<file path="src/verilog/ps2_kbd_pkg.sv">
package ps2_kbd_pkg;

    // One data byte as it arrives from the keyboard
    typedef logic [7:0] scan_code_t;

    // Active-low segment pattern, bit 6 is segment a and bit 0 is segment g
    typedef logic [6:0] seg_t;

    // Press counter, kept in the range 0 to 99
    typedef logic [6:0] key_count_t;

    // Prefix that announces a key release
    localparam scan_code_t BREAK_PREFIX = 8'hF0;

    // Frame receiver states
    typedef enum logic [1:0] {
        RX_IDLE,
        RX_DATA,
        RX_PARITY,
        RX_STOP
    } rx_state_t;

endpackage
</file>
<file path="src/verilog/ps2_kbd_top.sv">
module ps2_kbd_top #(
    parameter int FIFO_DEPTH    = 8,
    parameter int FRAME_TIMEOUT = 2000
) (
    input  logic                    clk,
    input  logic                    rst_n,
    input  logic                    ps2_clk,
    input  logic                    ps2_data,
    input  logic                    next_n,
    output ps2_kbd_pkg::scan_code_t data,
    output logic                    ready,
    output logic                    overflow,
    output ps2_kbd_pkg::seg_t       seg0,
    output ps2_kbd_pkg::seg_t       seg1,
    output ps2_kbd_pkg::seg_t       seg2,
    output ps2_kbd_pkg::seg_t       seg3
);
    import ps2_kbd_pkg::*;

    scan_code_t code;
    logic       code_valid;
    logic       push;
    scan_code_t push_code;
    key_count_t press_count;

    ps2_frame_rx #(
        .FRAME_TIMEOUT(FRAME_TIMEOUT)
    ) rx0 (
        .clk       (clk),
        .rst_n     (rst_n),
        .ps2_clk   (ps2_clk),
        .ps2_data  (ps2_data),
        .code      (code),
        .code_valid(code_valid)
    );

    key_event_filter filter0 (
        .clk        (clk),
        .rst_n      (rst_n),
        .code       (code),
        .code_valid (code_valid),
        .push       (push),
        .push_code  (push_code),
        .press_count(press_count)
    );

    scan_code_fifo #(
        .FIFO_DEPTH(FIFO_DEPTH)
    ) fifo0 (
        .clk      (clk),
        .rst_n    (rst_n),
        .push     (push),
        .push_code(push_code),
        .next_n   (next_n),
        .data     (data),
        .ready    (ready),
        .overflow (overflow)
    );

    seg_display disp0 (
        .data       (data),
        .ready      (ready),
        .press_count(press_count),
        .seg0       (seg0),
        .seg1       (seg1),
        .seg2       (seg2),
        .seg3       (seg3)
    );

endmodule

</file>
<file path="src/verilog/seg_display.sv">
module seg_display (
    input  ps2_kbd_pkg::scan_code_t data,
    input  logic                    ready,
    input  ps2_kbd_pkg::key_count_t press_count,
    output ps2_kbd_pkg::seg_t       seg0,
    output ps2_kbd_pkg::seg_t       seg1,
    output ps2_kbd_pkg::seg_t       seg2,
    output ps2_kbd_pkg::seg_t       seg3
);
    import ps2_kbd_pkg::*;

    localparam seg_t SEG_BLANK = 7'h7F;

    key_count_t tens;
    key_count_t units;

    function automatic seg_t hex_glyph(input logic [3:0] value);
        seg_t glyph;
        case (value)
            4'h0: glyph = 7'h01;
            4'h1: glyph = 7'h4F;
            4'h2: glyph = 7'h12;
            4'h3: glyph = 7'h06;
            4'h4: glyph = 7'h4C;
            4'h5: glyph = 7'h24;
            4'h6: glyph = 7'h20;
            4'h7: glyph = 7'h0F;
            4'h8: glyph = 7'h00;
            4'h9: glyph = 7'h04;
            4'hA: glyph = 7'h08;
            4'hB: glyph = 7'h60;
            4'hC: glyph = 7'h31;
            4'hD: glyph = 7'h42;
            4'hE: glyph = 7'h30;
            default: glyph = 7'h38;
        endcase
        return glyph;
    endfunction

    // Head code in hex, blanked while the FIFO is empty
    assign seg0 = ready ? hex_glyph(data[3:0]) : SEG_BLANK;
    assign seg1 = ready ? hex_glyph(data[7:4]) : SEG_BLANK;

    // Count never passes 99, so both decimal digits fit in a nibble
    assign tens  = press_count / 7'd10;
    assign units = press_count - tens * 7'd10;

    assign seg2 = hex_glyph(units[3:0]);
    assign seg3 = hex_glyph(tens[3:0]);

endmodule

</file>
<file path="src/verilog/scan_code_fifo.sv">
module scan_code_fifo #(
    parameter int FIFO_DEPTH = 8
) (
    input  logic                    clk,
    input  logic                    rst_n,
    input  logic                    push,
    input  ps2_kbd_pkg::scan_code_t push_code,
    input  logic                    next_n,
    output ps2_kbd_pkg::scan_code_t data,
    output logic                    ready,
    output logic                    overflow
);
    import ps2_kbd_pkg::*;

    localparam int AW = $clog2(FIFO_DEPTH);

    scan_code_t  mem [FIFO_DEPTH];
    logic [AW:0] wr_ptr;
    logic [AW:0] rd_ptr;
    logic [AW:0] occupancy;
    logic        empty;
    logic        full;
    logic        pop;
    logic        do_push;

    // The extra pointer bit lets a full buffer be told apart from an empty one
    assign occupancy = wr_ptr - rd_ptr;
    assign empty     = (occupancy == '0);
    assign full      = (occupancy == (AW + 1)'(FIFO_DEPTH));

    assign pop     = !next_n && !empty;
    assign do_push = push && (!full || pop);

    assign data  = mem[rd_ptr[AW-1:0]];
    assign ready = !empty;

    always_ff @(posedge clk) begin
        if (!rst_n) begin
            wr_ptr   <= '0;
            rd_ptr   <= '0;
            overflow <= 1'b0;
        end else begin
            if (do_push) begin
                wr_ptr <= wr_ptr + 1'b1;
            end
            if (pop) begin
                rd_ptr <= rd_ptr + 1'b1;
            end
            if (push && !do_push) begin
                overflow <= 1'b1;
            end
        end
    end

    always_ff @(posedge clk) begin
        if (do_push) begin
            mem[wr_ptr[AW-1:0]] <= push_code;
        end
    end

    a_occupancy: assert property (@(posedge clk) disable iff (!rst_n)
        occupancy <= (AW + 1)'(FIFO_DEPTH));

endmodule

</file>
<file path="src/verilog/key_event_filter.sv">
module key_event_filter (
    input  logic                    clk,
    input  logic                    rst_n,
    input  ps2_kbd_pkg::scan_code_t code,
    input  logic                    code_valid,
    output logic                    push,
    output ps2_kbd_pkg::scan_code_t push_code,
    output ps2_kbd_pkg::key_count_t press_count
);
    import ps2_kbd_pkg::*;

    localparam key_count_t COUNT_MAX = 7'd99;

    logic release_pending;
    logic held;

    always_ff @(posedge clk) begin
        if (!rst_n) begin
            release_pending <= 1'b0;
            held            <= 1'b0;
            push            <= 1'b0;
            press_count     <= '0;
        end else begin
            push <= 1'b0;
            if (code_valid) begin
                if (code == BREAK_PREFIX) begin
                    release_pending <= 1'b1;
                end else if (release_pending) begin
                    // The released key's code is swallowed
                    release_pending <= 1'b0;
                    held            <= 1'b0;
                end else begin
                    push <= 1'b1;
                    // Typematic repeats are stored but only a fresh press is counted
                    if (!held) begin
                        held <= 1'b1;
                        if (press_count == COUNT_MAX) begin
                            press_count <= '0;
                        end else begin
                            press_count <= press_count + 7'd1;
                        end
                    end
                end
            end
        end
    end

    always_ff @(posedge clk) begin
        if (code_valid) begin
            push_code <= code;
        end
    end

    a_count_range: assert property (@(posedge clk) disable iff (!rst_n)
        press_count <= COUNT_MAX);

endmodule

</file>
<file path="src/verilog/ps2_frame_rx.sv">
module ps2_frame_rx #(
    parameter int FRAME_TIMEOUT = 2000
) (
    input  logic                    clk,
    input  logic                    rst_n,
    input  logic                    ps2_clk,
    input  logic                    ps2_data,
    output ps2_kbd_pkg::scan_code_t code,
    output logic                    code_valid
);
    import ps2_kbd_pkg::*;

    localparam int TW = $clog2(FRAME_TIMEOUT + 1);
    localparam logic [TW-1:0] TIMEOUT_LAST = TW'(FRAME_TIMEOUT - 1);

    logic [1:0]    ps2_clk_sync;
    logic [1:0]    ps2_data_sync;
    logic          ps2_clk_prev;
    logic          falling;
    rx_state_t     state;
    logic [2:0]    bit_cnt;
    logic [TW-1:0] idle_cnt;
    logic          start_bit;
    logic          parity_bit;

    // Both lines idle high, so reset the synchronizers to ones to avoid a false edge
    always_ff @(posedge clk) begin
        if (!rst_n) begin
            ps2_clk_sync  <= 2'b11;
            ps2_data_sync <= 2'b11;
            ps2_clk_prev  <= 1'b1;
        end else begin
            ps2_clk_sync  <= {ps2_clk_sync[0], ps2_clk};
            ps2_data_sync <= {ps2_data_sync[0], ps2_data};
            ps2_clk_prev  <= ps2_clk_sync[1];
        end
    end

    assign falling = ps2_clk_prev & ~ps2_clk_sync[1];

    always_ff @(posedge clk) begin
        if (!rst_n) begin
            state      <= RX_IDLE;
            bit_cnt    <= 3'd0;
            idle_cnt   <= '0;
            code_valid <= 1'b0;
        end else begin
            code_valid <= 1'b0;
            if (falling) begin
                idle_cnt <= '0;
                case (state)
                    RX_IDLE: begin
                        bit_cnt <= 3'd0;
                        state   <= RX_DATA;
                    end
                    RX_DATA: begin
                        bit_cnt <= bit_cnt + 3'd1;
                        if (bit_cnt == 3'd7) begin
                            state <= RX_PARITY;
                        end
                    end
                    RX_PARITY: begin
                        state <= RX_STOP;
                    end
                    RX_STOP: begin
                        // Odd parity means the nine bits hold an odd number of ones
                        if (ps2_data_sync[1] && !start_bit && (^{code, parity_bit})) begin
                            code_valid <= 1'b1;
                        end
                        state <= RX_IDLE;
                    end
                    default: begin
                        state <= RX_IDLE;
                    end
                endcase
            end else if (state != RX_IDLE) begin
                // A stalled frame is abandoned so the next start bit is seen cleanly
                if (idle_cnt == TIMEOUT_LAST) begin
                    state    <= RX_IDLE;
                    idle_cnt <= '0;
                end else begin
                    idle_cnt <= idle_cnt + 1'b1;
                end
            end
        end
    end

    always_ff @(posedge clk) begin
        if (falling) begin
            case (state)
                RX_IDLE:   start_bit  <= ps2_data_sync[1];
                RX_DATA:   code       <= {ps2_data_sync[1], code[7:1]};
                RX_PARITY: parity_bit <= ps2_data_sync[1];
                default:   ;
            endcase
        end
    end

    // Frames are at least eleven PS/2 edges apart, so a valid pulse is always isolated
    a_valid_single: assert property (@(posedge clk) disable iff (!rst_n)
        code_valid |=> !code_valid);

endmodule

</file>
<file path="config.mk">
export PLATFORM = sky130hd
export DESIGN_NAME = ps2_kbd_top
export DESIGN_NICKNAME = d
export VERILOG_FILES = /design/src/verilog/ps2_kbd_pkg.sv /design/src/verilog/ps2_kbd_top.sv /design/src/verilog/seg_display.sv /design/src/verilog/scan_code_fifo.sv /design/src/verilog/key_event_filter.sv /design/src/verilog/ps2_frame_rx.sv
export SDC_FILE = /design/constraint.sdc
export NUM_CORES = 1
export LEC_CHECK = 0
export BUFFER_PORTS_ARGS = -buffer_cell sky130_fd_sc_hd__buf_2
export CAP_MARGIN = 20
export CORE_MARGIN = 5
export CORE_UTILIZATION = 30
export CTS_CLUSTER_DIAMETER = 200
export CTS_CLUSTER_SIZE = 14
export DETAILED_ROUTE_END_ITERATION = 12
export SYNTH_ARGS = -nofsm -noshare
export SYNTH_HDL_FRONTEND = slang
export SYNTH_SLANG_ARGS = --single-unit
export TNS_END_PERCENT = 20
</file>
<file path="constraint.sdc">
create_clock -name clk -period 9.9 [get_ports clk]
set_input_delay 1.98 -clock clk [delete_from_list [all_inputs] [get_ports clk]]
set_output_delay 1.98 -clock clk [all_outputs]
set_load 0.01 [all_outputs]
</file>
After elaboration in Yosys (flattened, before gate mapping)
Memory sizes are Yosys's and may differ from the RTL's. A register that Yosys moved wholly into a read port is not among the register bits.
Cells that the tools add are included.
- register bits: 59
- RAM bits: 64
- memory bits (read-only): 448
- output and inout bits: 38
- memories: 5
- memory list (name ; depth ; bits a word ; rd ports ; clocked after Yosys merged registers in ; wr ports ; RTL line ; source):
    (name not given) ; 16 ; 7 ; 1 ; 0 ; 0 ; seg_display.sv:19 ; case (value)
    (name not given) ; 16 ; 7 ; 1 ; 0 ; 0 ; seg_display.sv:19 ;
    (name not given) ; 16 ; 7 ; 1 ; 0 ; 0 ; seg_display.sv:19 ;
    (name not given) ; 16 ; 7 ; 1 ; 0 ; 0 ; seg_display.sv:19 ;
    fifo0.mem ; 8 ; 8 ; 1 ; 1 ; 1 ; scan_code_fifo.sv:17 ; scan_code_t mem [FIFO_DEPTH];
- add/sub/neg operators: 7
- $mul: 1
- divide/modulo/power cells: 1
- equal/unequal tests: 9
- mux-type cells: 17
- bitwise operators: 7
- reduce and logical (&&, ||, !) cells: 28
- operators with widths (kind ; number):
    7-bit 2-to-1 mux ; 3
    11-bit by 1-bit adder with 11-bit output, second input constant ; 1
    11-bit == test, second input constant ; 1
    11-bit 2-to-1 mux ; 1
    2-bit AND reduction ; 5
    9-bit parity ; 1
    4-bit by 1-bit adder with 4-bit output, second input constant ; 2
    8-bit == test, second input constant ; 1
    2-bit 2-to-1 mux ; 4
    2-bit one-hot mux with 4 select lines ; 1
    2-bit nonzero test ; 4
    4-bit subtractor ; 2
    7-bit by 1-bit adder with 7-bit output, second input constant ; 1
    7-bit by 4-bit divider with 7-bit output, second input constant ; 1
    7-bit == test, second input constant ; 1
    7-bit by 3-bit multiplier with 3-bit output, second input constant ; 1
    3-bit 2-to-1 mux ; 2
    1-bit inverter ; 6
    3-bit one-hot mux with 2 select lines ; 1
    3-bit AND reduction ; 2
    1-bit logical AND ; 5
    1-bit zero test ; 5
    1-bit 2-to-1 mux ; 5
    2-bit == test, second input constant ; 2
    12 further kinds ; 12

Logic depth before layout (Yosys ltp)
Gate-level depths: netlist of run 1.
- depth after elaboration: 8
- depth in mapped cells: 22

Hierarchy
From an unflattened synthesis of run 1, not the netlist that was laid out.
- cell total of the unflattened synthesis: 553
- area total of the unflattened synthesis: 6663.9 µm²
- modules (own cells, without submodules) (module ; instances ; cells an instance ; area each (µm²)):
    scan_code_fifo ; 1 ; 178 ; 3166.8
    ps2_frame_rx ; 1 ; 121 ; 1402.6
    seg_display ; 1 ; 189 ; 1357.6
    key_event_filter ; 1 ; 65 ; 737.0

Least setup slack after synthesis of run 1
No wires, ideal clock.
- path type: register to output
- start: register filter0.press_count[4]
- end: output port seg2[5]
- arrival: 4.781 ns
- required time: 7.920 ns
- slack: 3.139 ns
- cell stages (with the launch flop): 22
- buffers on the path: 2
- cells stage by stage: dfxtp_1 -> inv_2 -> ha_1 -> o21ai_0 -> o21ba_2 -> o21a_1 -> nor2_1 -> o21ai_0 -> inv_1 -> ha_1 -> nor3b_1 -> a21oi_1 -> nor2b_1 -> inv_1 -> ha_1 -> fa_1 -> clkbuf_1 -> clkbuf_1 -> nor2_1 -> nand2_1 -> a21oi_1 -> a311o_1
- word-level cells in the longest chain between the ends: 4
- ends and longest elaborated chain (element ; RTL line ; source):
    start: declaration ; key_event_filter.sv:8 ; output ps2_kbd_pkg::key_count_t press_count
    start signal: assignment ; key_event_filter.sv:40 ; press_count <= press_count + 7'd1;
    7-bit by 4-bit divider with 7-bit output ; seg_display.sv:45 ; assign tens = press_count / 7'd10;
    7-bit by 3-bit multiplier with 3-bit output ; seg_display.sv:46 ; assign units = press_count - tens * 7'd10;
    4-bit subtractor ; seg_display.sv:46 ;
    memory 16 x 7 bit ; -- ;
    end: declaration ; ps2_kbd_top.sv:15 ; output ps2_kbd_pkg::seg_t seg2,
Every way passes these cells.

Final worst setup path of run 1
- start: register filter0.press_count[5]
- end: output port seg2[0]
The elaborated chain is that of the path after synthesis.

==> run_summary.xml, run 1 <==
<?xml version="1.0" encoding="UTF-8"?>
<metrics>
  <group name="status">
    <metric name="outcome" unit="">complete, no violations</metric>
  </group>
  <group name="final_layout">
    <metric name="post_route_cells_drive_above_1_share" unit="">0.179</metric>
    <metric name="fillerInstances" unit="">2176</metric>
    <metric name="final_net_count" unit="">661</metric>
    <metric name="antenna_cells_inserted" unit="">0</metric>
    <metric name="most_common_cell_after_layout_fill_and_taps_aside" unit="">edfxtp_1</metric>
    <metric name="area_growth" unit="%">16.9</metric>
    <metric name="final_cell_mix" unit="">edfxtp_1 (82), nor2_1 (56), ha_1 (44), dfxtp_1 (44), buf_2 (42)</metric>
    <metric name="finalNonFillerCells" unit="">904</metric>
  </group>
  <group name="pwr">
    <metric name="total_leakage_power" unit="nW">2.77</metric>
    <metric name="p_comb_frac" unit="">0.178</metric>
    <metric name="internal_power" unit="mW">1.13</metric>
    <metric name="power.density_cell_area" unit="mW/mm²">195</metric>
    <metric name="clock_power_share" unit="">0.445</metric>
    <metric name="ir_worst_vdd" unit="mV">0.121</metric>
    <metric name="switching_power" unit="µW">380</metric>
    <metric name="seq_power_share" unit="">0.377</metric>
    <metric name="power.share.switching" unit="">0.252</metric>
  </group>
  <group name="timing">
    <metric name="finalCritPeriodShare" unit="">0.814</metric>
    <metric name="worst-slew-pin-transition" unit="ps">975</metric>
    <metric name="hold_viol" unit="">0</metric>
    <metric name="timing_max_transition_violations_final" unit="">0</metric>
    <metric name="relative_slew_slack" unit="">0.347</metric>
    <metric name="timing.fmax" unit="MHz">124</metric>
    <metric name="finalSetupViolations" unit="">0</metric>
    <metric name="final_skew" unit="ps">5.33</metric>
    <metric name="setup_repair_after_global_routing_missed_its_margin" unit="">false</metric>
    <metric name="final.setup.tns" unit="ps">0</metric>
    <metric name="final.min_clock_period" unit="ps">8060</metric>
  </group>
  <group name="logic_synthesis">
    <metric name="postSynth.topFlopCell" unit="">edfxtp_1</metric>
    <metric name="synth_warnings" unit="">0</metric>
    <metric name="synth_seq_cells" unit="">126</metric>
    <metric name="post_synth.cell_area_avg" unit="µm²">11.6</metric>
    <metric name="seq_total_area_yosys" unit="">0.507</metric>
    <metric name="synth_edf_count" unit="">82</metric>
    <metric name="synthArstFlopShare" unit="">0</metric>
    <metric name="number_of_nets_produced_by_synthesis" unit="">619</metric>
    <metric name="synth_cell_type_count" unit="">71</metric>
    <metric name="post_synth_instance_area" unit="mm²">0.00660</metric>
    <metric name="syn_inst" unit="">569</metric>
  </group>
  <group name="routing">
    <metric name="remaining_drc_errors" unit="">0</metric>
    <metric name="postRouteWirelength" unit="µm">11900</metric>
    <metric name="via_per_inst" unit="">4.65</metric>
    <metric name="drt.antenna.violating_nets" unit="">0</metric>
    <metric name="drtPass1Iterations" unit="">4</metric>
    <metric name="avgRoutedWirePerCell" unit="µm">13.2</metric>
    <metric name="vias" unit="">4203</metric>
    <metric name="drtIter0Drc" unit="">327</metric>
  </group>
  <group name="clocking">
    <metric name="tritoncts" unit="">done</metric>
    <metric name="cts.htree.levels" unit="">4</metric>
    <metric name="clk_latency" unit="ps">410</metric>
    <metric name="cts.repair.resized" unit="">0</metric>
    <metric name="root_buffer" unit="">clkbuf_16</metric>
    <metric name="postCtsHoldBufs" unit="">0</metric>
    <metric name="clkSinkCount" unit="">126</metric>
    <metric name="post-cts-setup-buffers" unit="">0</metric>
    <metric name="numCtsBuffers" unit="">17</metric>
    <metric name="path_clk_slew" unit="ps">50</metric>
    <metric name="cts_buffer_depth" unit="">2</metric>
  </group>
  <group name="global_route">
    <metric name="grt_first_pass_wirelength" unit="µm">20200</metric>
    <metric name="grt_overflow" unit="">0</metric>
    <metric name="globalRouteTotalUtil" unit="">0.100</metric>
    <metric name="grt_max_degree" unit="">27</metric>
    <metric name="number_of_global_route_vias_before_repair" unit="">4173</metric>
    <metric name="antenna_found_initial" unit="">0</metric>
  </group>
  <group name="floorplanning">
    <metric name="placementRows" unit="">54</metric>
    <metric name="fp.dieArea" unit="mm²">0.0251</metric>
    <metric name="ios" unit="">43</metric>
    <metric name="initial_core_utilization" unit="">0.303</metric>
    <metric name="core_region" unit="mm²">0.0218</metric>
    <metric name="chip_width" unit="µm">158</metric>
    <metric name="die_y" unit="µm">158</metric>
  </group>
  <group name="job">
    <metric name="cap_viol_max_count" unit="">0</metric>
  </group>
  <group name="worst_hold_path">
    <metric name="worst_hold_path_type" unit="">reg2reg</metric>
  </group>
  <group name="placed_design">
    <metric name="detailedPlacementHpwl" unit="µm">8210</metric>
    <metric name="gp_congestion" unit="">0.835</metric>
    <metric name="io_buffer_count" unit="">42</metric>
    <metric name="numPlacedInstances" unit="">872</metric>
  </group>
  <group name="critical_path">
    <metric name="worst_path_maximum_fanout" unit="">17</metric>
    <metric name="criticalPathCategory" unit="">reg2out</metric>
    <metric name="endpoint_required_time_on_the_critical_path" unit="ps">7920</metric>
    <metric name="worst_setup_path_start_kind" unit="">flip-flop</metric>
    <metric name="worstSetupEndpointType" unit="">primary output</metric>
    <metric name="worstPathArrival" unit="ps">6080</metric>
  </group>
</metrics>
## final cells by class
type / instances / area (µm²) / share of cell area
Sequential cell: 126 / 3340 / 0.434
Timing Repair Buffer: 46 / 240 / 0.0312
Inverter: 29 / 109 / 0.0141
Clock buffer: 18 / 429 / 0.0557
Clock inverter: 14 / 214 / 0.0278
Multi-Input combinational cell: 391 / 3020 / 0.392
Tap cell: 280 / 350 / 0.0454
## power by group through the flow
stage	logic (mW)	registers, mW	clock network [mW]
floorplan	0.192	0.573	0
global placement	0.270	0.579	0
detailed placement	0.272	0.579	0
CTS	0.272	0.568	0.681
global route	0.299	0.569	0.708
finish	0.268	0.568	0.669
## flip-flops by register name (all words and copies together) (netlist names), named ones only
name                     cells
filter0.held                 1
rx0.code                     8
rx0.bit_cnt                  3
fifo0.rd_ptr                 4
fifo0.overflow               1
filter0.release_pending      1
rx0.ps2_clk_sync             2
fifo0.mem                   64
fifo0.wr_ptr                 4
rx0.ps2_clk_prev             1
rx0.ps2_data_sync            2
rx0.code_valid               1
rx0.start_bit                1
rx0.idle_cnt                11
filter0.push                 1
filter0.press_count          7
rx0.parity_bit               1
filter0.push_code            8
rx0.state                    2
## worst max-delay path, stage by stage, from the launching register on
cell	delay, ps
dfxtp_1	550
inv_1	150
ha_1	410
nand2_1	100
o221ai_1	190
o21a_1	230
nor2_1	60
o21ai_0	630
inv_1	220
ha_1	330
nor3b_1	310
a21oi_1	80
nor2b_1	380
inv_1	160
ha_1	220
fa_1	860
nor2_1	160
nand2_1	130
a21oi_1	70
a311o_1	310
buf_2	140
## final timing paths
path | startpoint | endpoint | slack (ps) | depth (start not counted)
hold / removal | rx0.ps2_data_sync[0] | rx0.ps2_data_sync[1] | 410 | 1
setup reg to reg | fifo0.wr_ptr[1] | fifo0.wr_ptr[3] | 6620 | 9
hold reg to reg | rx0.ps2_data_sync[0] | rx0.ps2_data_sync[1] | 410 | 1
setup / recovery | filter0.press_count[5] | seg2[0] | 1840 | 20
## Yosys cell counts, drive strengths merged (5+ instances only)
master,number,area (µm²)
ha,44,551
a21oi,20,108
nand3,16,80.1
buf,13,83.8
nand2,40,150
mux4,17,383
nor3,13,65.1
and2,12,75.1
mux2i,15,150
a221o,6,60.1
o21ai,18,93.8
nor2,57,216
dfxtp,44,881
xor2,12,105
inv,29,109
edfxtp,82,2460
clkbuf,10,37.5
o21a,5,38.8
nor2b,15,93.8
xnor2,22,208
nand2b,13,81.3
## cells by family (layout without fill, tap and decap cells)
kind of cell | count (synthesis) | count (layout) | synth area share
AND/OR/NAND/NOR | 188 | 188 | 0.140
XOR/XNOR | 34 | 34 | 0.0474
flip-flops | 126 | 126 | 0.507
AO/OA/AOI/OAI | 89 | 89 | 0.0986
multiplexers | 35 | 35 | 0.0859
buffers and inverters | 52 | 107 | 0.0349
adder cells (fa/ha/maj) | 45 | 45 | 0.0865
## stage by stage
step / instance area [µm²] / total power, mW / hold slack, ps / util / setup slack, ps
global placement: 7070 / 0.849 / 391 / 0.325 / 2400
global route: 7710 / 1.58 / 420 / 0.354 / 1190
detailed placement: 7070 / 0.851 / 401 / 0.325 / 2290
floorplan: 6600 / 0.765 / 386 / - / 3140
CTS: 7710 / 1.52 / 414 / 0.354 / 1820
finish: 7710 / 1.51 / 409 / 0.354 / 1840
## layer usage
layer / wire (µm) / global-route usage / vias to the layer above
met5: 0 / 0 / -
met3: 430 / 0.0220 / 12
met4: 120 / 0.0309 / 0
met2: 5680 / 0.168 / 55
li1: - / - / 2149
met1: 5720 / 0.130 / 1987
Power figures use the tool's default switching activity.
==> run 2: changes to the inputs <==
==> constraint.sdc (replaced) <==
create_clock -name clk -period 8.2 [get_ports clk]
set_input_delay 1.64 -clock clk [delete_from_list [all_inputs] [get_ports clk]]
set_output_delay 1.64 -clock clk [all_outputs]
set_load 0.01 [all_outputs]
==> run_summary.xml, run 2 (same netlist as run 1, synthesis figures left out) <==
<?xml version="1.0" encoding="UTF-8"?>
<metrics>
  <group name="clocking">
    <metric name="cts.htree.levels" unit="">4</metric>
    <metric name="clkSinkCount" unit="">126</metric>
    <metric name="tritoncts" unit="">done</metric>
    <metric name="root_buffer" unit="">clkbuf_16</metric>
    <metric name="path_clk_slew" unit="ps">50</metric>
    <metric name="numCtsBuffers" unit="">17</metric>
    <metric name="post-cts-setup-buffers" unit="">0</metric>
    <metric name="cts_buffer_depth" unit="">2</metric>
    <metric name="clk_latency" unit="ps">400</metric>
  </group>
  <group name="critical_path">
    <metric name="critical_path.cell_chain" unit="">inv_1, ha_1, nand2_1, o221ai_1, o21a_1, nor2_1, o21ai_1, inv_1, ha_1, nor3b_1, a21oi_1, nor2b_1, inv_1, ha_1, fa_1, nor2_1, nand2_1, a21oi_1, a311o_1, buf_2</metric>
    <metric name="worst-r2r-cell-count" unit="">8</metric>
    <metric name="path_delay_family" unit="">adder cells</metric>
    <metric name="worst_path_maximum_fanout" unit="">17</metric>
    <metric name="worst-path-buf-inv" unit="">4</metric>
    <metric name="worst_setup_path_start_kind" unit="">flip-flop</metric>
    <metric name="worstSetupEndpointType" unit="">primary output</metric>
    <metric name="crit_path_top_delay_cell" unit="">fa_1</metric>
    <metric name="criticalPathCategory" unit="">reg2out</metric>
    <metric name="crit_start" unit="">filter0.press_count[5]</metric>
    <metric name="worstPathArrival" unit="ps">5870</metric>
    <metric name="timing.critical_path.depth" unit="">20</metric>
    <metric name="reg2reg_from" unit="">fifo0.rd_ptr[1]</metric>
    <metric name="critical-path-max-stage-delay" unit="ps">840</metric>
    <metric name="endpoint_required_time_on_the_critical_path" unit="ps">6560</metric>
  </group>
  <group name="timing">
    <metric name="hold_viol" unit="">0</metric>
    <metric name="finalSetupViolations" unit="">0</metric>
    <metric name="timing_max_transition_violations_final" unit="">0</metric>
    <metric name="finalCritPeriodShare" unit="">0.915</metric>
    <metric name="worst-slew-pin-transition" unit="ps">922</metric>
    <metric name="final.setup.tns" unit="ps">0</metric>
    <metric name="fin_hold_ws" unit="ps">404</metric>
    <metric name="relative_slew_slack" unit="">0.368</metric>
    <metric name="postLayoutSetupSlackWorst" unit="ps">695</metric>
    <metric name="setup_repair_after_global_routing_missed_its_margin" unit="">false</metric>
    <metric name="timing.fmax" unit="MHz">133</metric>
    <metric name="final_skew" unit="ps">10.2</metric>
    <metric name="final.min_clock_period" unit="ps">7510</metric>
  </group>
  <group name="placed_design">
    <metric name="gp_congestion" unit="">0.830</metric>
    <metric name="post_dp_cell_area" unit="mm²">0.00706</metric>
    <metric name="pre_cts_slack" unit="ps">882</metric>
    <metric name="detailedPlacementHpwl" unit="µm">8320</metric>
    <metric name="io_buffer_count" unit="">42</metric>
  </group>
  <group name="pwr">
    <metric name="power.density_cell_area" unit="mW/mm²">226</metric>
    <metric name="total_leakage_power" unit="nW">2.75</metric>
    <metric name="ir_worst_vdd" unit="mV">0.146</metric>
  </group>
  <group name="final_layout">
    <metric name="final_core_util" unit="">0.352</metric>
    <metric name="fillerInstances" unit="">2156</metric>
    <metric name="area_growth" unit="%">16.3</metric>
    <metric name="final_cell_mix" unit="">edfxtp_1 (82), nor2_1 (56), ha_1 (44), dfxtp_1 (44), buf_2 (42)</metric>
    <metric name="final_net_count" unit="">662</metric>
    <metric name="antenna_cells_inserted" unit="">0</metric>
    <metric name="fin_area" unit="mm²">0.00767</metric>
    <metric name="most_common_cell_after_layout_fill_and_taps_aside" unit="">edfxtp_1</metric>
    <metric name="largest_register_ffs" unit="">64</metric>
    <metric name="post_route_cells_drive_above_1_share" unit="">0.181</metric>
  </group>
  <group name="global_route">
    <metric name="grt_overflow" unit="">0</metric>
    <metric name="antenna_found_initial" unit="">0</metric>
    <metric name="grt_first_pass_wirelength" unit="µm">19900</metric>
    <metric name="globalRouteTotalUtil" unit="">0.0986</metric>
    <metric name="grt_max_degree" unit="">27</metric>
    <metric name="number_of_global_route_vias_before_repair" unit="">4056</metric>
  </group>
  <group name="floorplanning">
    <metric name="core_region" unit="mm²">0.0218</metric>
    <metric name="fp.dieArea" unit="mm²">0.0251</metric>
    <metric name="chip_width" unit="µm">158</metric>
    <metric name="die_y" unit="µm">158</metric>
    <metric name="initial_core_utilization" unit="">0.303</metric>
    <metric name="placementRows" unit="">54</metric>
    <metric name="ios" unit="">43</metric>
  </group>
  <group name="routing">
    <metric name="drtPass1Iterations" unit="">8</metric>
    <metric name="remaining_drc_errors" unit="">0</metric>
    <metric name="postRouteWirelength" unit="µm">12100</metric>
    <metric name="drtIter0Drc" unit="">317</metric>
    <metric name="avgRoutedWirePerCell" unit="µm">13.4</metric>
    <metric name="via_per_inst" unit="">4.71</metric>
    <metric name="drt.antenna.violating_nets" unit="">0</metric>
    <metric name="vias" unit="">4267</metric>
  </group>
  <group name="worst_hold_path">
    <metric name="worst_hold_path_type" unit="">reg2reg</metric>
    <metric name="min_delay_path_depth" unit="">1</metric>
    <metric name="hp-start" unit="">rx0.ps2_data_sync[0]</metric>
  </group>
  <group name="status">
    <metric name="outcome" unit="">complete, no violations</metric>
  </group>
  <group name="job">
    <metric name="cap_viol_max_count" unit="">0</metric>
  </group>
</metrics>
run 2: changes by cell type in the layout (fill, tap and decap cells not counted), sizes merged:
cell    previous run  this run
buf               46        47
clkbuf            18        20
bufinv             5         2
clkinv             5         6
run 2: cell type report:
cell class,count,area (µm²),share of cell area
Tap cell,280,350,0.0457
Timing Repair Buffer,47,259,0.0338
Inverter,29,109,0.0142
Multi-Input combinational cell,391,3020,0.394
Clock inverter,12,138,0.0179
Clock buffer,20,447,0.0582
Sequential cell,126,3340,0.436
run 2: through the flow:
stage                     total power, mW  std cells
after global placement               1.02        871
after global routing                 1.82        905
after CTS                            1.75        903
after floorplan                     0.924        569
after detailed placement             1.02        871
final                                1.73        905
run 2: worst paths after layout:
kind | to | slack [ps]
setup reg to reg | fifo0.mem[4][3] | 4940
setup / recovery | seg2[0] | 690
hold / removal | rx0.ps2_data_sync[1] | 400
hold reg to reg | rx0.ps2_data_sync[1] | 400
run 2: power breakdown:
group	internal (mW)	total, mW	switching [mW]
sequential	0.675	0.691	0.0158
clock	0.458	0.722	0.265
combinational	0.145	0.321	0.176
run 2: per-layer routing:
metal | vias up | routed length (µm) | share of wire | GRT usage
li1 | 2146 | - | - | -
met1 | 2026 | 5810 | 0.48 | 0.129
met2 | 84 | 5700 | 0.47 | 0.164
met3 | 11 | 444 | 0.037 | 0.0209
met4 | 0 | 125 | 0.010 | 0.0309
met5 | - | 0 | 0 | 0
run 2: repair_timing:
item / in CTS / in global routing
endpoints found under the setup margin: 0 / 1
resized for setup: 0 / 1
hold buffers: 0 / 0
==> run 3: changes to the inputs <==
--- a/config.mk
+++ b/config.mk
@@ -5,7 +5,7 @@
 export SDC_FILE = /design/constraint.sdc
 export NUM_CORES = 1
 export LEC_CHECK = 0
-export BUFFER_PORTS_ARGS = -buffer_cell sky130_fd_sc_hd__buf_2
+export BUFFER_PORTS_ARGS = -buffer_cell sky130_fd_sc_hd__clkbuf_2
 export CAP_MARGIN = 20
 export CORE_MARGIN = 5
 export CORE_UTILIZATION = 30
==> run_summary.xml, run 3 (same netlist as run 1, synthesis figures left out) <==
<?xml version="1.0" encoding="UTF-8"?>
<metrics>
  <group name="routing">
    <metric name="drtIter0Drc" unit="">305</metric>
    <metric name="avgRoutedWirePerCell" unit="µm">13.6</metric>
    <metric name="vias" unit="">4233</metric>
    <metric name="via_per_inst" unit="">4.69</metric>
    <metric name="drtPass1Iterations" unit="">5</metric>
    <metric name="postRouteWirelength" unit="µm">12300</metric>
    <metric name="drt.antenna.violating_nets" unit="">0</metric>
    <metric name="remaining_drc_errors" unit="">0</metric>
  </group>
  <group name="timing">
    <metric name="final_skew" unit="ps">8.03</metric>
    <metric name="hold_viol" unit="">0</metric>
    <metric name="finalSetupViolations" unit="">0</metric>
    <metric name="setup_repair_after_global_routing_missed_its_margin" unit="">false</metric>
    <metric name="final.setup.tns" unit="ps">0</metric>
    <metric name="relative_slew_slack" unit="">0.354</metric>
    <metric name="finalCritPeriodShare" unit="">0.917</metric>
    <metric name="fin_hold_ws" unit="ps">405</metric>
    <metric name="worst-slew-pin-transition" unit="ps">943</metric>
    <metric name="timing.fmax" unit="MHz">133</metric>
    <metric name="final.min_clock_period" unit="ps">7520</metric>
    <metric name="timing_max_transition_violations_final" unit="">0</metric>
    <metric name="postLayoutSetupSlackWorst" unit="ps">680</metric>
  </group>
  <group name="clocking">
    <metric name="cts.htree.levels" unit="">4</metric>
    <metric name="root_buffer" unit="">clkbuf_16</metric>
    <metric name="path_clk_slew" unit="ps">50</metric>
    <metric name="numCtsBuffers" unit="">17</metric>
    <metric name="postCtsHoldBufs" unit="">0</metric>
    <metric name="tritoncts" unit="">done</metric>
    <metric name="clk_latency" unit="ps">410</metric>
    <metric name="clkSinkCount" unit="">126</metric>
    <metric name="cts_buffer_depth" unit="">2</metric>
  </group>
  <group name="critical_path">
    <metric name="worstSetupEndpointType" unit="">primary output</metric>
    <metric name="critical_path.reg2reg.endpoint" unit="">fifo0.mem[4][2]</metric>
    <metric name="endpoint_required_time_on_the_critical_path" unit="ps">6560</metric>
    <metric name="worst_setup_path_endpoint" unit="">seg2[0]</metric>
    <metric name="worstPathArrival" unit="ps">5880</metric>
    <metric name="reg2reg_from" unit="">fifo0.wr_ptr[1]</metric>
    <metric name="criticalPathCategory" unit="">reg2out</metric>
    <metric name="worst-r2r-cell-count" unit="">7</metric>
    <metric name="crit_start" unit="">filter0.press_count[5]</metric>
    <metric name="worst_path_maximum_fanout" unit="">17</metric>
    <metric name="worst_setup_path_start_kind" unit="">flip-flop</metric>
    <metric name="r2r_setup_slack" unit="ps">4840</metric>
  </group>
  <group name="global_route">
    <metric name="grt_overflow" unit="">0</metric>
    <metric name="globalRouteTotalUtil" unit="">0.101</metric>
    <metric name="grt_first_pass_wirelength" unit="µm">20400</metric>
    <metric name="grt_max_degree" unit="">27</metric>
    <metric name="number_of_global_route_vias_before_repair" unit="">4082</metric>
    <metric name="antenna_found_initial" unit="">0</metric>
  </group>
  <group name="pwr">
    <metric name="p_comb_frac" unit="">0.186</metric>
    <metric name="internal_power" unit="mW">1.29</metric>
    <metric name="total_power" unit="mW">1.76</metric>
    <metric name="power.share.switching" unit="">0.263</metric>
    <metric name="switching_power" unit="µW">463</metric>
    <metric name="ir_worst_vdd" unit="mV">0.137</metric>
    <metric name="total_leakage_power" unit="nW">2.76</metric>
    <metric name="seq_power_share" unit="">0.390</metric>
    <metric name="clock_power_share" unit="">0.424</metric>
    <metric name="power.density_cell_area" unit="mW/mm²">229</metric>
  </group>
  <group name="placed_design">
    <metric name="numPlacedInstances" unit="">870</metric>
    <metric name="post_dp_cell_area" unit="mm²">0.00706</metric>
    <metric name="pre_cts_slack" unit="ps">978</metric>
    <metric name="gp_congestion" unit="">0.815</metric>
    <metric name="io_buffer_count" unit="">42</metric>
    <metric name="detailedPlacementHpwl" unit="µm">8290</metric>
  </group>
  <group name="final_layout">
    <metric name="multi_input_comb_area" unit="mm²">0.00303</metric>
    <metric name="fin_area" unit="mm²">0.00766</metric>
    <metric name="final_net_count" unit="">660</metric>
    <metric name="area_growth" unit="%">16.2</metric>
    <metric name="post_route_cells_drive_above_1_share" unit="">0.180</metric>
    <metric name="antenna_cells_inserted" unit="">0</metric>
    <metric name="fillerInstances" unit="">2144</metric>
    <metric name="final_core_util" unit="">0.352</metric>
    <metric name="finalNonFillerCells" unit="">902</metric>
    <metric name="most_common_cell_after_layout_fill_and_taps_aside" unit="">edfxtp_1</metric>
    <metric name="sequential_cell_area" unit="mm²">0.00334</metric>
    <metric name="largest_register_ffs" unit="">64</metric>
    <metric name="final_cell_mix" unit="">edfxtp_1 (82), nor2_1 (56), ha_1 (44), dfxtp_1 (44), clkbuf_2 (42)</metric>
  </group>
  <group name="floorplanning">
    <metric name="die_y" unit="µm">158</metric>
    <metric name="core_region" unit="mm²">0.0218</metric>
    <metric name="chip_width" unit="µm">158</metric>
    <metric name="placementRows" unit="">54</metric>
    <metric name="fp.dieArea" unit="mm²">0.0251</metric>
    <metric name="ios" unit="">43</metric>
    <metric name="initial_core_utilization" unit="">0.303</metric>
  </group>
  <group name="worst_hold_path">
    <metric name="worst_hold_path_type" unit="">reg2reg</metric>
  </group>
  <group name="job">
    <metric name="cap_viol_max_count" unit="">0</metric>
  </group>
  <group name="status">
    <metric name="outcome" unit="">complete, no violations</metric>
  </group>
</metrics>
## run 3: cell count changes in the layout (fill, tap and decap cells not counted)
cell / delta
nor3_1: -2
bufinv_16: +1
clkbuf_8: -1
buf_8: -1
clkbuf_2: +42
clkbuf_1: -2
clkinv_1: +2
nor3_2: +2
buf_2: -42
buf_4: -1
clkinv_4: -2
inv_6: +1
## run 3: layer usage
layer  part of all wire  track usage
met3              0.039       0.0236
met2               0.47        0.166
met4             0.0094       0.0313
met5                  0            0
met1               0.48        0.134
## run 3: area by class of cell
cell class	count	area share
Tap cell	280	0.0457
Timing Repair Buffer	45	0.0309
Clock buffer	17	0.0555
Sequential cell	126	0.436
Inverter	29	0.0142
Clock inverter	14	0.0217
Multi-Input combinational cell	391	0.396
## run 3: power by group through the flow
stage	clock (mW)	sequential (mW)	combinational [mW]
floorplan	0	0.692	0.232
global placement	0	0.699	0.329
detailed placement	0	0.700	0.330
CTS	0.759	0.686	0.331
global route	0.794	0.687	0.367
finish	0.745	0.686	0.327
## run 3: critical path, stage by stage, from the launching register on
cell      delay [ps]
dfxtp_1          560
inv_1            150
ha_1             380
o21ai_0          180
o21ba_2          170
o21a_1           190
nor2_1            60
o21ai_1          430
inv_1            190
ha_1             310
nor3b_1          320
a21oi_1           70
nor2b_1          380
inv_1            160
ha_1             220
fa_1             850
nor2b_1          160
nand2_1          150
a21oi_1           80
a311o_1          320
clkbuf_2         130
## run 3: worst min path at each step
| stage | cells after the start | from | to |
|---|---|---|---|
| 6_report | 1 | rx0.ps2_clk_sync[0] | rx0.ps2_clk_sync[1] |
| 5_1_grt | 1 | rx0.ps2_data_sync[0] | rx0.ps2_data_sync[1] |
| 4_1_cts | 1 | rx0.ps2_clk_sync[0] | rx0.ps2_clk_sync[1] |
| 3_5_place_dp | 1 | rx0.ps2_clk_sync[0] | rx0.ps2_clk_sync[1] |
| 3_3_place_gp | 1 | rx0.ps2_clk_sync[0] | rx0.ps2_clk_sync[1] |
| 2_1_floorplan | 1 | rx0.ps2_clk_sync[0] | rx0.ps2_clk_sync[1] |
## run 3: what timing repair did
action | CTS | global route
gates resized for setup | 0 | 1
endpoints found under the setup margin | 0 | 6
buffers inserted | 0 | 0
